File: src/source/lenet_macros.svh
// ##########################################################
// lenet parameters
// sizes, widths and scaling of the cut-down classifier
// ##########################################################

`ifndef LENET_MACROS_SVH
`define LENET_MACROS_SVH

// image and layer geometry
`define LENET_IMG_SIZE      8
`define LENET_CONV_K        3
`define LENET_CONV_MAP      6
`define LENET_POOL_MAP      3
`define LENET_PLANES        2
`define LENET_CLASSES       10

// datapath widths
`define LENET_PIX_W         8
`define LENET_ACC_W         20

// conv sums are scaled down by this many bits before saturation
`define LENET_WEIGHT_SHIFT  6

// address widths
`define LENET_SRC_AW        6
`define LENET_BUF_AW        6

`endif

File: src/source/conv_weights.hex
// one word per kernel tap, tap index ky*3+kx
// upper byte plane 1 weight, lower byte plane 0 weight
F60C
0508
0EFA
F910
0B14
09F3
EE04
06F8
0D0A

File: src/source/fc_weights.hex
// one row per pooled position py*3+px
// bytes left to right: plane 0 classes 0 to 9, then plane 1 classes 0 to 9
0CF4071AE90311F008FD050EF80213EA09F6040B
F2091506FB0E0AEC11030DF6120708F1FA0E0315
0612F90BF1050D07EE10F30A05160C04F80AFC11
150308EF0A12F4060D020804130BF2FE100709F5
FB0C11F40716EA03050E09F1040D12F806FA1402
07ED0A03F60F1208FC0B1005F30C0209EE1107F7
0E02F81509FB0410EF06F41308010B06F90D12EC
03110CF71408F2050A0F0AF81605F31207E90C04
1106F5090DEE0B1302F8050C03F008150E04F610

File: src/source/lenet_pkg.sv
// ##########################################################
// lenet types
// data, address and window control types of the classifier
// ##########################################################

`default_nettype none

`include "lenet_macros.svh"

package lenet_pkg;

	typedef logic signed [`LENET_PIX_W-1:0] pixel_t;
	typedef logic signed [`LENET_PIX_W-1:0] feature_t;
	typedef logic signed [`LENET_ACC_W-1:0] acc_t;
	typedef logic signed [23:0] score_t;

	typedef logic [`LENET_SRC_AW-1:0] src_addr_t;
	typedef logic [`LENET_BUF_AW-1:0] buf_addr_t;
	typedef logic [$clog2(`LENET_CLASSES)-1:0] digit_t;

	// one feature per plane, plane 0 in the low byte
	typedef struct packed {
		feature_t plane1;
		feature_t plane0;
	} feature_word_t;

	typedef struct packed {
		logic valid;
		logic first;
		logic last;
	} window_ctrl_t;

	typedef enum logic {ITER_IDLE, ITER_RUN} iter_state_t;

endpackage

`default_nettype wire

File: src/source/conv_engine.sv
// ##########################################################
// convolution engine
// two-plane 3x3 multiply-accumulate on the image stream,
// scaled and saturated to one feature word per window
// ##########################################################

`timescale 1ns/10ps
`default_nettype none

`include "lenet_macros.svh"

module conv_engine import lenet_pkg::*; (
	input  wire logic         clk,
	input  wire logic         reset_i,
	input  wire window_ctrl_t ctrl_i,
	input  wire pixel_t       data_i,
	output logic              wr_en_o,
	output feature_word_t     word_o
);

	localparam int TAPS = `LENET_CONV_K * `LENET_CONV_K;
	localparam acc_t FEAT_MAX = acc_t'(2 ** (`LENET_PIX_W - 1) - 1);
	localparam acc_t FEAT_MIN = -FEAT_MAX - acc_t'(1);

	// low byte plane 0, high byte plane 1
	logic [2*`LENET_PIX_W-1:0] weight_rom [TAPS];

	window_ctrl_t ctrl_d;
	logic [$clog2(TAPS)-1:0] tap;
	pixel_t w0;
	pixel_t w1;
	acc_t acc0;
	acc_t acc1;
	acc_t prod0;
	acc_t prod1;
	acc_t sum0;
	acc_t sum1;

	initial begin
		$readmemh("/design/src/source/conv_weights.hex", weight_rom);
	end

	function automatic feature_t saturate(input acc_t value);
		acc_t shifted;
		shifted = value >>> `LENET_WEIGHT_SHIFT;
		if (shifted > FEAT_MAX)
			return feature_t'(FEAT_MAX);
		else if (shifted < FEAT_MIN)
			return feature_t'(FEAT_MIN);
		return feature_t'(shifted);
	endfunction

	assign w0 = pixel_t'(weight_rom[tap][`LENET_PIX_W-1:0]);
	assign w1 = pixel_t'(weight_rom[tap][2*`LENET_PIX_W-1:`LENET_PIX_W]);

	assign prod0 = data_i * w0;
	assign prod1 = data_i * w1;

	// first tap starts a fresh sum
	assign sum0 = (ctrl_d.first ? acc_t'(0) : acc0) + prod0;
	assign sum1 = (ctrl_d.first ? acc_t'(0) : acc1) + prod1;

	// control lines up with the pixel that returns a cycle later
	always_ff @(posedge clk) begin
		if (reset_i) begin
			ctrl_d  <= '0;
			tap     <= '0;
			wr_en_o <= 1'b0;
		end else begin
			ctrl_d  <= ctrl_i;
			wr_en_o <= ctrl_d.valid & ctrl_d.last;
			if (ctrl_d.valid)
				tap <= ctrl_d.last ? '0 : tap + 1'b1;
		end
	end

	always_ff @(posedge clk) begin
		if (ctrl_d.valid) begin
			acc0 <= sum0;
			acc1 <= sum1;
		end
		if (ctrl_d.valid && ctrl_d.last) begin
			word_o.plane0 <= saturate(sum0);
			word_o.plane1 <= saturate(sum1);
		end
	end

endmodule

`default_nettype wire

File: src/source/dense_argmax.sv
// ##########################################################
// dense layer and argmax
// accumulates ten class scores over the pooled words and
// reports the lowest index holding the top score
// ##########################################################

`timescale 1ns/10ps
`default_nettype none

`include "lenet_macros.svh"

module dense_argmax import lenet_pkg::*; (
	input  wire logic          clk,
	input  wire logic          reset_i,
	input  wire logic          start_i,
	input  wire logic          valid_i,
	input  wire feature_word_t word_i,
	output digit_t             digit_o,
	output logic               ready_o
);

	localparam int POSITIONS = `LENET_POOL_MAP * `LENET_POOL_MAP;
	localparam int ROW_W = `LENET_PLANES * `LENET_CLASSES * `LENET_PIX_W;
	localparam int POS_W = $clog2(POSITIONS);
	localparam logic [POS_W-1:0] LAST_POS = POS_W'(POSITIONS - 1);

	// one row per pooled position, leftmost byte is plane 0 class 0
	logic [ROW_W-1:0] fc_rom [POSITIONS];

	logic [POS_W-1:0] pos;
	score_t scores [`LENET_CLASSES];
	logic scan_q;
	digit_t best;

	initial begin
		$readmemh("/design/src/source/fc_weights.hex", fc_rom);
	end

	function automatic pixel_t fc_weight(input logic [ROW_W-1:0] row, input int idx);
		return pixel_t'(row[ROW_W - 1 - idx * `LENET_PIX_W -: `LENET_PIX_W]);
	endfunction

	// strict compare keeps the lowest index on ties
	always_comb begin
		best = '0;
		for (int c = 1; c < `LENET_CLASSES; c++) begin
			if (scores[c] > scores[best])
				best = digit_t'(c);
		end
	end

	always_ff @(posedge clk) begin
		if (start_i) begin
			for (int c = 0; c < `LENET_CLASSES; c++)
				scores[c] <= '0;
		end else if (valid_i) begin
			for (int c = 0; c < `LENET_CLASSES; c++)
				scores[c] <= scores[c]
					+ word_i.plane0 * fc_weight(fc_rom[pos], c)
					+ word_i.plane1 * fc_weight(fc_rom[pos], c + `LENET_CLASSES);
		end
	end

	always_ff @(posedge clk) begin
		if (reset_i) begin
			pos     <= '0;
			scan_q  <= 1'b0;
			ready_o <= 1'b0;
			digit_o <= '0;
		end else begin
			scan_q  <= 1'b0;
			ready_o <= scan_q;
			if (start_i) begin
				pos <= '0;
			end else if (valid_i) begin
				if (pos == LAST_POS) begin
					pos    <= '0;
					scan_q <= 1'b1;
				end else begin
					pos <= pos + 1'b1;
				end
			end
			// result held until the next image completes
			if (scan_q)
				digit_o <= best;
		end
	end

endmodule

`default_nettype wire

File: src/source/feature_buffer.sv
// ##########################################################
// feature buffer
// dual-port store of conv words kept in arrival order
// ##########################################################

`timescale 1ns/10ps
`default_nettype none

`include "lenet_macros.svh"

module feature_buffer import lenet_pkg::*; (
	input  wire logic          clk,
	input  wire logic          reset_i,
	input  wire logic          wr_en_i,
	input  wire feature_word_t wr_data_i,
	input  wire logic          rd_en_i,
	input  wire buf_addr_t     rd_addr_i,
	output feature_word_t      rd_data_o,
	input  wire logic          restart_i
);

	localparam int DEPTH = `LENET_CONV_MAP * `LENET_CONV_MAP;

	feature_word_t mem [DEPTH];
	buf_addr_t wr_ptr;

	// write pointer rewinds at the start of every image
	always_ff @(posedge clk) begin
		if (reset_i)
			wr_ptr <= '0;
		else if (restart_i)
			wr_ptr <= '0;
		else if (wr_en_i)
			wr_ptr <= wr_ptr + 1'b1;
	end

	always_ff @(posedge clk) begin
		if (wr_en_i)
			mem[wr_ptr] <= wr_data_i;
		if (rd_en_i)
			rd_data_o <= mem[rd_addr_i];
	end

endmodule

`default_nettype wire

File: src/source/lenet_top.sv
// ##########################################################
// lenet top
// conv, buffer, pooling and dense stages chained by go and
// done pulses, one image at a time
// ##########################################################

`timescale 1ns/10ps
`default_nettype none

`include "lenet_macros.svh"

module lenet_top import lenet_pkg::*; (
	input  wire logic      clk,
	input  wire logic      reset_i,
	input  wire logic      go_i,
	output logic           src_rd_en_o,
	output src_addr_t      src_addr_o,
	input  wire pixel_t    src_data_i,
	output digit_t         digit_o,
	output logic           ready_o
);

	logic busy;
	logic conv_go;
	logic conv_done;
	logic conv_wr_en;
	logic pool_rd_en;
	logic pool_valid;
	window_ctrl_t conv_ctrl;
	window_ctrl_t pool_ctrl;
	window_ctrl_t pool_ctrl_d;
	buf_addr_t pool_addr;
	feature_word_t conv_word;
	feature_word_t buf_rd_data;
	feature_word_t pool_word;

	// go only counts while no image is in flight
	assign conv_go = go_i & ~busy;

	always_ff @(posedge clk) begin
		if (reset_i) begin
			busy        <= 1'b0;
			pool_ctrl_d <= '0;
		end else begin
			pool_ctrl_d <= pool_ctrl;
			if (conv_go)
				busy <= 1'b1;
			else if (ready_o)
				busy <= 1'b0;
		end
	end

	window_iterator #(
		.MAP_W  (`LENET_IMG_SIZE),
		.KERNEL (`LENET_CONV_K),
		.STEP   (1),
		.ADDR_W (`LENET_SRC_AW)
	) u_conv_iter (
		.clk     (clk),
		.reset_i (reset_i),
		.go_i    (conv_go),
		.rd_en_o (src_rd_en_o),
		.addr_o  (src_addr_o),
		.ctrl_o  (conv_ctrl),
		.done_o  (conv_done)
	);

	conv_engine u_conv (
		.clk     (clk),
		.reset_i (reset_i),
		.ctrl_i  (conv_ctrl),
		.data_i  (src_data_i),
		.wr_en_o (conv_wr_en),
		.word_o  (conv_word)
	);

	feature_buffer u_buf (
		.clk       (clk),
		.reset_i   (reset_i),
		.wr_en_i   (conv_wr_en),
		.wr_data_i (conv_word),
		.rd_en_i   (pool_rd_en),
		.rd_addr_i (pool_addr),
		.rd_data_o (buf_rd_data),
		.restart_i (conv_go)
	);

	// 2x2 windows with stride 2 over the conv map
	window_iterator #(
		.MAP_W  (`LENET_CONV_MAP),
		.KERNEL (2),
		.STEP   (2),
		.ADDR_W (`LENET_BUF_AW)
	) u_pool_iter (
		.clk     (clk),
		.reset_i (reset_i),
		.go_i    (conv_done),
		.rd_en_o (pool_rd_en),
		.addr_o  (pool_addr),
		.ctrl_o  (pool_ctrl),
		.done_o  ()
	);

	pool_relu u_pool (
		.clk     (clk),
		.reset_i (reset_i),
		.ctrl_i  (pool_ctrl_d),
		.data_i  (buf_rd_data),
		.valid_o (pool_valid),
		.word_o  (pool_word)
	);

	dense_argmax u_dense (
		.clk     (clk),
		.reset_i (reset_i),
		.start_i (conv_go),
		.valid_i (pool_valid),
		.word_i  (pool_word),
		.digit_o (digit_o),
		.ready_o (ready_o)
	);

endmodule

`default_nettype wire

File: src/source/pool_relu.sv
// ##########################################################
// pool and relu
// 2x2 max per plane, negative maxima clipped to zero
// ##########################################################

`timescale 1ns/10ps
`default_nettype none

module pool_relu import lenet_pkg::*; (
	input  wire logic          clk,
	input  wire logic          reset_i,
	input  wire window_ctrl_t  ctrl_i,
	input  wire feature_word_t data_i,
	output logic               valid_o,
	output feature_word_t      word_o
);

	feature_t max0;
	feature_t max1;
	feature_t cur0;
	feature_t cur1;

	function automatic feature_t relu(input feature_t value);
		return (value < 0) ? feature_t'(0) : value;
	endfunction

	// running max including the current sample
	always_comb begin
		cur0 = data_i.plane0;
		cur1 = data_i.plane1;
		if (!ctrl_i.first && max0 > cur0)
			cur0 = max0;
		if (!ctrl_i.first && max1 > cur1)
			cur1 = max1;
	end

	always_ff @(posedge clk) begin
		if (reset_i)
			valid_o <= 1'b0;
		else
			valid_o <= ctrl_i.valid & ctrl_i.last;
	end

	always_ff @(posedge clk) begin
		if (ctrl_i.valid) begin
			max0 <= cur0;
			max1 <= cur1;
		end
		if (ctrl_i.valid && ctrl_i.last) begin
			word_o.plane0 <= relu(cur0);
			word_o.plane1 <= relu(cur1);
		end
	end

endmodule

`default_nettype wire

File: src/source/window_iterator.sv
// ##########################################################
// window iterator
// walks kernel windows over a map in row-major order and
// issues one read address per cycle with first/last flags
// ##########################################################

`timescale 1ns/10ps
`default_nettype none

module window_iterator import lenet_pkg::*; #(
	parameter int MAP_W  = 8,
	parameter int KERNEL = 3,
	parameter int STEP   = 1,
	parameter int ADDR_W = 6
) (
	input  wire logic         clk,
	input  wire logic         reset_i,
	input  wire logic         go_i,
	output logic              rd_en_o,
	output logic [ADDR_W-1:0] addr_o,
	output window_ctrl_t      ctrl_o,
	output logic              done_o
);

	localparam int OUT_W = (MAP_W - KERNEL) / STEP + 1;
	localparam int CNT_W = $clog2(MAP_W);
	localparam logic [CNT_W-1:0] K_MAX = CNT_W'(KERNEL - 1);
	localparam logic [CNT_W-1:0] O_MAX = CNT_W'(OUT_W - 1);

	iter_state_t state;
	logic [CNT_W-1:0] kx;
	logic [CNT_W-1:0] ky;
	logic [CNT_W-1:0] ox;
	logic [CNT_W-1:0] oy;
	logic [ADDR_W-1:0] row;
	logic [ADDR_W-1:0] col;
	logic run;
	logic tap_first;
	logic tap_last;
	logic win_last;

	assign run       = (state == ITER_RUN);
	assign tap_first = (kx == '0) && (ky == '0);
	assign tap_last  = (kx == K_MAX) && (ky == K_MAX);
	assign win_last  = (ox == O_MAX) && (oy == O_MAX);

	// window origin plus kernel offset
	assign row    = ADDR_W'(oy * STEP + ky);
	assign col    = ADDR_W'(ox * STEP + kx);
	assign addr_o = ADDR_W'(row * MAP_W + col);

	assign rd_en_o      = run;
	assign ctrl_o.valid = run;
	assign ctrl_o.first = run & tap_first;
	assign ctrl_o.last  = run & tap_last;

	always_ff @(posedge clk) begin
		if (reset_i) begin
			state  <= ITER_IDLE;
			kx     <= '0;
			ky     <= '0;
			ox     <= '0;
			oy     <= '0;
			done_o <= 1'b0;
		end else begin
			done_o <= 1'b0;
			case (state)
				ITER_IDLE: begin
					if (go_i)
						state <= ITER_RUN;
				end
				ITER_RUN: begin
					// counters wrap to zero after the final tap
					if (kx != K_MAX) begin
						kx <= kx + 1'b1;
					end else begin
						kx <= '0;
						ky <= (ky == K_MAX) ? '0 : ky + 1'b1;
						if (ky == K_MAX) begin
							ox <= (ox == O_MAX) ? '0 : ox + 1'b1;
							if (ox == O_MAX)
								oy <= (oy == O_MAX) ? '0 : oy + 1'b1;
						end
					end
					if (tap_last && win_last) begin
						state  <= ITER_IDLE;
						done_o <= 1'b1;
					end
				end
				default: state <= ITER_IDLE;
			endcase
		end
	end

endmodule

`default_nettype wire

File: config.mk
export PLATFORM = sky130hd
export DESIGN_NAME = lenet_top
export DESIGN_NICKNAME = d
export VERILOG_FILES = /design/src/source/lenet_pkg.sv /design/src/source/conv_engine.sv /design/src/source/dense_argmax.sv /design/src/source/feature_buffer.sv /design/src/source/lenet_top.sv /design/src/source/pool_relu.sv /design/src/source/window_iterator.sv
export VERILOG_INCLUDE_DIRS = /design/src /design/src/source
export SDC_FILE = /design/constraint.sdc
export NUM_CORES = 1
export LEC_CHECK = 0
export ABC_AREA = 1
export CORE_ASPECT_RATIO = 0.75
export CORE_MARGIN = 1
export CORE_UTILIZATION = 45
export DETAILED_ROUTE_END_ITERATION = 8
export DONT_BUFFER_PORTS = 1
export GPL_TIMING_DRIVEN = 0
export RECOVER_POWER = 25
export SYNTH_ARGS = -nofsm -noshare
export SYNTH_HDL_FRONTEND = slang
export SYNTH_HIERARCHICAL = 1
export SYNTH_SLANG_ARGS = --single-unit
export TNS_END_PERCENT = 20
File: constraint.sdc
create_clock -name clk -period 4.3 [get_ports clk]
set_input_delay 0 -clock clk [delete_from_list [all_inputs] [get_ports clk]]
set_output_delay 0 -clock clk [all_outputs]
set_load 0.03 [all_outputs]
; Word-level counts from Yosys, hierarchy flattened
; Memory sizes are Yosys's and may differ from the RTL's. A register that Yosys moved wholly into a read port is not among the register bits.
; Index checks and enable logic that the tools add are counted.
[word_totals]
ff_bits = 140
mem_bits_rw = 816
word_cells = 234
memories = 2
[memory_table]
columns = memory, words, width, read_ports, rd_clocked_by_memory_dff, wr, line
row1 = u_buf.mem, 36, 16, 1, 1, 1, feature_buffer.sv:24  ; feature_word_t mem [DEPTH];
row2 = u_dense.scores, 10, 24, 18, 0, 10, dense_argmax.sv:31  ; score_t scores [`LENET_CLASSES];
[classes]
add_sub_neg = 38
n_mul = 23
n_lt_le_gt_ge = 17
eq_ne = 11
muxes = 60
bitwise_logic = 23
reduce_logical = 27
[op_table]
columns = op, n
row1 = 24-bit adder, 20
row2 = 8-bit by 8-bit multiplier with 16-bit output (second input constant), 22
row3 = 24-bit two-way mux, 10
row4 = 24-bit > comparator, 9
row5 = 8-bit two-way mux, 8
row6 = 20-bit by 16-bit adder with 20-bit output, 2
row7 = 20-bit two-way mux, 2
row8 = 3-bit two-way mux, 12
row9 = 14-bit by 8-bit > comparator with 1-bit output (second input constant), 2
row10 = 14-bit by 8-bit less-than comparator with 1-bit output (second input constant), 2
row11 = 3-bit by 1-bit adder with 3-bit output (second input constant), 8
row12 = 1-bit two-way mux, 21
row13 = 8-bit > comparator, 2
row14 = 8-bit by 1-bit less-than comparator with 1-bit output (second input constant), 2
row15 = 6-bit adder, 2
row16 = 3-bit by 2-bit == test with 1-bit output (second input constant), 4
row17 = 1-bit logical AND, 12
row18 = 3-bit zero test, 4
row19 = 4-bit two-way mux, 3
row20 = 4-bit by 3-bit adder with 5-bit output, 2
row21 = 1-bit bitwise OR, 10
row22 = 4-bit AND reduction, 2
row23 = 1-bit AND, 7
row24 = 6-bit by 1-bit adder with 6-bit output (second input constant), 1
row25 = other kinds (18), 30

; Longest topological paths before layout
; An unclocked memory read counts as a cell.
[logic_depth]
depth_word = 27
ltp_mapped = 8

; Modules after synthesis
; Netlist, hierarchy kept.
[modules_own_cells]
columns = module, instances, cells_per_inst, area_each_um2, seq_area_each_um2
row1 = feature_buffer, 1, 1998, 24033.0, 17897.2
row2 = pool_relu, 1, 207, 1908.1, 980.9
row3 = window_iterator (u_pool_iter), 1, 149, 1088.5, 280.3
row4 = window_iterator (u_conv_iter), 1, 133, 948.4, 280.3
row5 = dense_argmax, 1, 39, 292.8, 120.1
row6 = conv_engine, 1, 27, 210.2, 60.1
row7 = lenet_top, 1, 16, 132.6, 80.1

; Least setup slack after synthesis
; OpenSTA, ideal clock, no wires.
[synth_timing]
path_kind = reg2reg
from = register u_pool_iter.ky[1]
to = register, netlist name u_buf/rd_data_o[10]
setup_time_ns = 0.254
arrival_time_ns = 3.325
required_ns = 4.046
slack_ns = 0.721
stages_incl_launch_ff = 14
path_buffers = 2
synth_period_minus_slack_ns = 3.579
cell_sequence = dfxtp_1 > ha_1 > fa_1 > fa_1 > ha_1 > inv_1 > fa_1 > xnor2_1 > clkbuf_1 > inv_1 > clkbuf_1 > nand3_1 > nand3_1 > nand2_1
[synth_via]
elab_chain_cells = 3
[synth_lines]
columns = item, line
row1 = start: declaration, window_iterator.sv:32  ; logic [CNT_W-1:0] ky;
row2 = start signal: assignment, window_iterator.sv:78  ; ky <= (ky == K_MAX) ? '0 : ky + 1'b1;
row3 = 4-bit by 3-bit adder with 5-bit output, window_iterator.sv:48  ; assign row = ADDR_W'(oy * STEP + ky);
row4 = 6-bit by 2-bit multiplier with 5-bit output, window_iterator.sv:50  ; assign addr_o = ADDR_W'(row * MAP_W + col);
row5 = 6-bit adder, window_iterator.sv:50
row6 = net pool_addr[4], lenet_top.sv:32  ; buf_addr_t pool_addr;
; The timed path passes the listed nets, and every way through them passes these cells.
; A chain may end at the register's enable or synchronous reset.

; Worst setup path in the final report
[layout_timing]
from = register u_conv_iter.ox[0]
to = output port src_addr_o[4]
[layout_via]
elab_chain_cells = 2
[layout_lines]
columns = item, line
row1 = start: declaration, window_iterator.sv:33  ; logic [CNT_W-1:0] ox;
row2 = start signal: assignment, window_iterator.sv:80  ; ox <= (ox == O_MAX) ? '0 : ox + 1'b1;
row3 = 3-bit by 3-bit adder with 4-bit output, window_iterator.sv:49  ; assign col = ADDR_W'(ox * STEP + kx);
row4 = 6-bit adder, window_iterator.sv:50
row5 = end: declaration, lenet_top.sv:17  ; output src_addr_t src_addr_o,
; No other way between the ends.

==> summary.txt <==
Run status
  – Result of the run: finished clean

Synthesis
  – Per-instance average area after synthesis: 7.22 µm²
  – Gate count of the mapped netlist: 283
  – Yosys warnings: 6
  – Synthesized cell area: 2040 µm²

STA
  – Post-route setup slack: approximately 2.1 ns
  – Fin Clk Skew: roughly 0.0082 ns
  – Worst-Margin Slew: roughly 0.68 ns
  – RSZ-0062 raised after global routing: false
  – Number of failing setup endpoints in the final timing report: 0
  – Post-route fraction of the period consumed by the critical path: between 50% and 60%
  – Count of endpoints failing hold in the final timing report: 0
  – Count of pins over their slew limit: 0
  – Highest Clock Rate: approximately 0.46 GHz
  – Slew Limit Headroom: between 50% and 60%
  – Fin crit period: about 2.2 ns
  – Total negative slack for setup checks: 0 ns

CTS
  – Root buffer cell: sky130_fd_sc_hd__clkbuf_8
  – Clock transition at the registers of the reported paths: roughly 0.080 ns
  – Clock tree from TritonCTS: built
  – Worst-case clock buffer depth: 2
  – Number of buffers created by CTS: 5
  – Post-CTS sizing: 0
  – Source-to-sink clock delay at the later pin of the worst-skew pair: slightly below 0.3 ns
  – Clock sink count: 37
  – CTS HTree Levels: 2
  – Post-CTS Setup Inserts: 0

Layout
  – Antenna diode count: 0
  – Synthesis-to-finish area growth: 8.76%
  – Number of nets in the finished design: ~310
  – Cell area after layout: 2220 µm²
  – Fraction of layout instances using a drive strength above 1: around 15%

Critical path
  – Maximum fanout count along the critical path: 8
  – Arrival time of data at the critical path endpoint: ~2.2 ns
  – Kind of capture point of the worst setup path: output pin
  – Endpoint of the lowest-slack register-to-register path: u_pool_iter/ox[1]$_SDFFE_PP0P_
  – Launching point of the worst reg2reg path: u_pool_iter/rd_en_o$_SDFF_PP0_
  – Register-to-register setup slack: 2.91 ns
  – WS Path Type: reg2out
  – Critical Path Source Type: flop
  – Required @ worst endpoint: between 4 and 5 ns
  – Cell depth of the worst flop-to-flop path: 5

Power and ir drop
  – Net switching component of the power: 160 µW
  – Power share of the sequential group: 54.4%
  – Power Total: about 650 µW
  – Fraction of power spent switching nets: around a quarter
  – Combinational fraction of design power: under 10%
  – Clk network pwr share: 39.9%
  – Internal Power: between 400 and 500 µW
  – Lkg Pwr: 0.000950 µW
  – Power density over the cells: 291 nW/µm²
  – Worst supply voltage drop on vdd: between 0.15 and 0.2 mV

Global routing
  – Vias in the first global route: 1,300
  – Pin count of the biggest net entering global routing: 15
  – Initial antenna violation count: 0
  – Final global-route overflow total: 0
  – Global-route usage over all layers: between 15 and 20%
  – Wire length of the first global-routing pass: ~5.9 mm

Place
  – Half-perimeter wire length after placement: roughly 2.6 mm
  – Number of buffers added on ports: 0
  – Placer Congestion: about 0.78
  – Placed standard-cell area: roughly 2100 µm²
  – Minimum setup slack after placement: 2.45 ns

Die
  – Number of primary I/O pins: 23
  – Effective utilization at floorplan: slightly below 50%
  – Die Span Y: 60.4 µm
  – Standard-cell row count: 20
  – Area of the placeable core: between 4000 and 5000 µm²
  – Die Outline Area: 4820 µm²
  – Chip width: about 80 µm

Worst hold path
  – HP Start: reset_i
  – Worst min-delay path class: in2reg
  – Hold Path End: u_pool_iter/oy[0]$_SDFFE_PP0P_
  – Depth of the worst hold-timing path: 2

Routing
  – Number of design rule violations left after detail routing: 0
  – Routed wire length: approximately 3.5 mm
  – Iteration-0 DRC Markers: 85
  – Total number of vias: between 1,500 and 2,000
  – Pre-antenna DRT Iters: 4
  – Post-detailed-route count of antenna-violating nets: 0
  – Detailed-route wire length per cell: ~10 µm
  – Number of vias per cell: 4.62

Run
  – Max-cap violations: 0
-- how the worst max path moves through the flow --
stage	start	to	slack [ns]	cells after the start
after detailed placement	u_conv_iter/ox[0]$_SDFFE_PP0P_	src_addr_o[4]	2.45	6
after global routing	u_conv_iter/ox[0]$_SDFFE_PP0P_	src_addr_o[4]	1.95	6
after CTS	u_conv_iter/ox[0]$_SDFFE_PP0P_	src_addr_o[4]	2.11	6
after floorplan	u_conv_iter/ox[0]$_SDFFE_PP0P_	src_addr_o[4]	2.58	6
final	u_conv_iter/ox[0]$_SDFFE_PP0P_	src_addr_o[4]	2.12	6
after global placement	u_conv_iter/ox[0]$_SDFFE_PP0P_	src_addr_o[4]	2.45	6
-- power groups by stage --
| stage | Combinational, µW | Clock [µW] | Sequential [µW] |
|---|---|---|---|
| floorplan | 29.5 | 0 | 359 |
| global placement | 33.0 | 0 | 360 |
| detailed placement | 33.3 | 0 | 360 |
| CTS | 37.0 | 267 | 352 |
| global route | 40.4 | 285 | 352 |
| finish | 36.8 | 258 | 352 |
-- metal layers --
layer  global-route usage [%]  vias up  wire length [µm]
met1                     24.4      693              2140
met3                     4.96        5               123
met5                        0        -                 0
met2                     21.7       18              1220
li1                         -      904                 -
met4                     6.89        0                47
-- state kept, by name (all words and copies together), names as in the netlist, 2 cells and up --
| register | cells |
|---|---|
| pool_ctrl_d | 2 |
| u_conv_iter/kx | 3 |
| u_conv_iter/ky | 3 |
| u_conv_iter/ox | 3 |
| u_conv_iter/oy | 3 |
| u_dense/pos | 4 |
| u_pool_iter/kx | 3 |
| u_pool_iter/ky | 3 |
| u_pool_iter/ox | 3 |
| u_pool_iter/oy | 3 |
-- worst max-delay path, cell delays in order, from the launching register on --
cell                      delay (ns)
sky130_fd_sc_hd__dfxtp_1        0.48
sky130_fd_sc_hd__ha_1           0.22
sky130_fd_sc_hd__inv_1          0.05
sky130_fd_sc_hd__fa_1           0.40
sky130_fd_sc_hd__nor2_1         0.11
sky130_fd_sc_hd__o21ai_0        0.10
sky130_fd_sc_hd__xor2_1         0.52
-- what timing repair did --
item	4_1_cts	5_1_grt
hold endpoints to repair	21	0
setup endpoints to repair	0	0
hold buffers	2	0
-- layout by cell type (no fill, tap or decap), types with 2 or more instances in the layout --
cell / instances
sky130_fd_sc_hd__xnor2_1: 3
sky130_fd_sc_hd__o21ai_0: 12
sky130_fd_sc_hd__nand3_1: 18
sky130_fd_sc_hd__nand3_2: 2
sky130_fd_sc_hd__nand3b_1: 2
sky130_fd_sc_hd__nor2_1: 31
sky130_fd_sc_hd__nor3_1: 5
sky130_fd_sc_hd__a21oi_1: 19
sky130_fd_sc_hd__clkinv_2: 2
sky130_fd_sc_hd__nor2_8: 2
sky130_fd_sc_hd__fa_1: 2
sky130_fd_sc_hd__ha_1: 6
sky130_fd_sc_hd__nand2_4: 2
sky130_fd_sc_hd__xor2_1: 2
sky130_fd_sc_hd__dlygate4sd3_1: 2
sky130_fd_sc_hd__inv_1: 40
sky130_fd_sc_hd__buf_4: 5
sky130_fd_sc_hd__a21oi_2: 2
sky130_fd_sc_hd__conb_1: 4
sky130_fd_sc_hd__nand2_2: 4
sky130_fd_sc_hd__nand4_1: 4
sky130_fd_sc_hd__nor3_2: 2
sky130_fd_sc_hd__nor2_2: 6
sky130_fd_sc_hd__clkbuf_8: 6
sky130_fd_sc_hd__nand2_1: 60
sky130_fd_sc_hd__inv_2: 4
sky130_fd_sc_hd__dfxtp_1: 37
-- area by class of cell --
type	count	area [µm²]
well taps	55	68.8
plain buffers	7	46.3
fillers	429	1980
inverters	46	175
flip-flops and latches	37	741
clock inverters	2	13.8
clock buffers	6	82.6
multi-input cells	196	1070
repair buffers	2	20.0
-- metrics by stage --
step	instances	hold slack (ns)	utilization, %
global placement	341	0.0651	50.5
CTS	351	0.0518	53.3
finish	351	0.0568	52.9
global route	351	0.0764	52.9
detailed placement	341	0.0653	50.5
floorplan	286	0.0624	-
No activity file was read; power rests on OpenSTA's default activity.
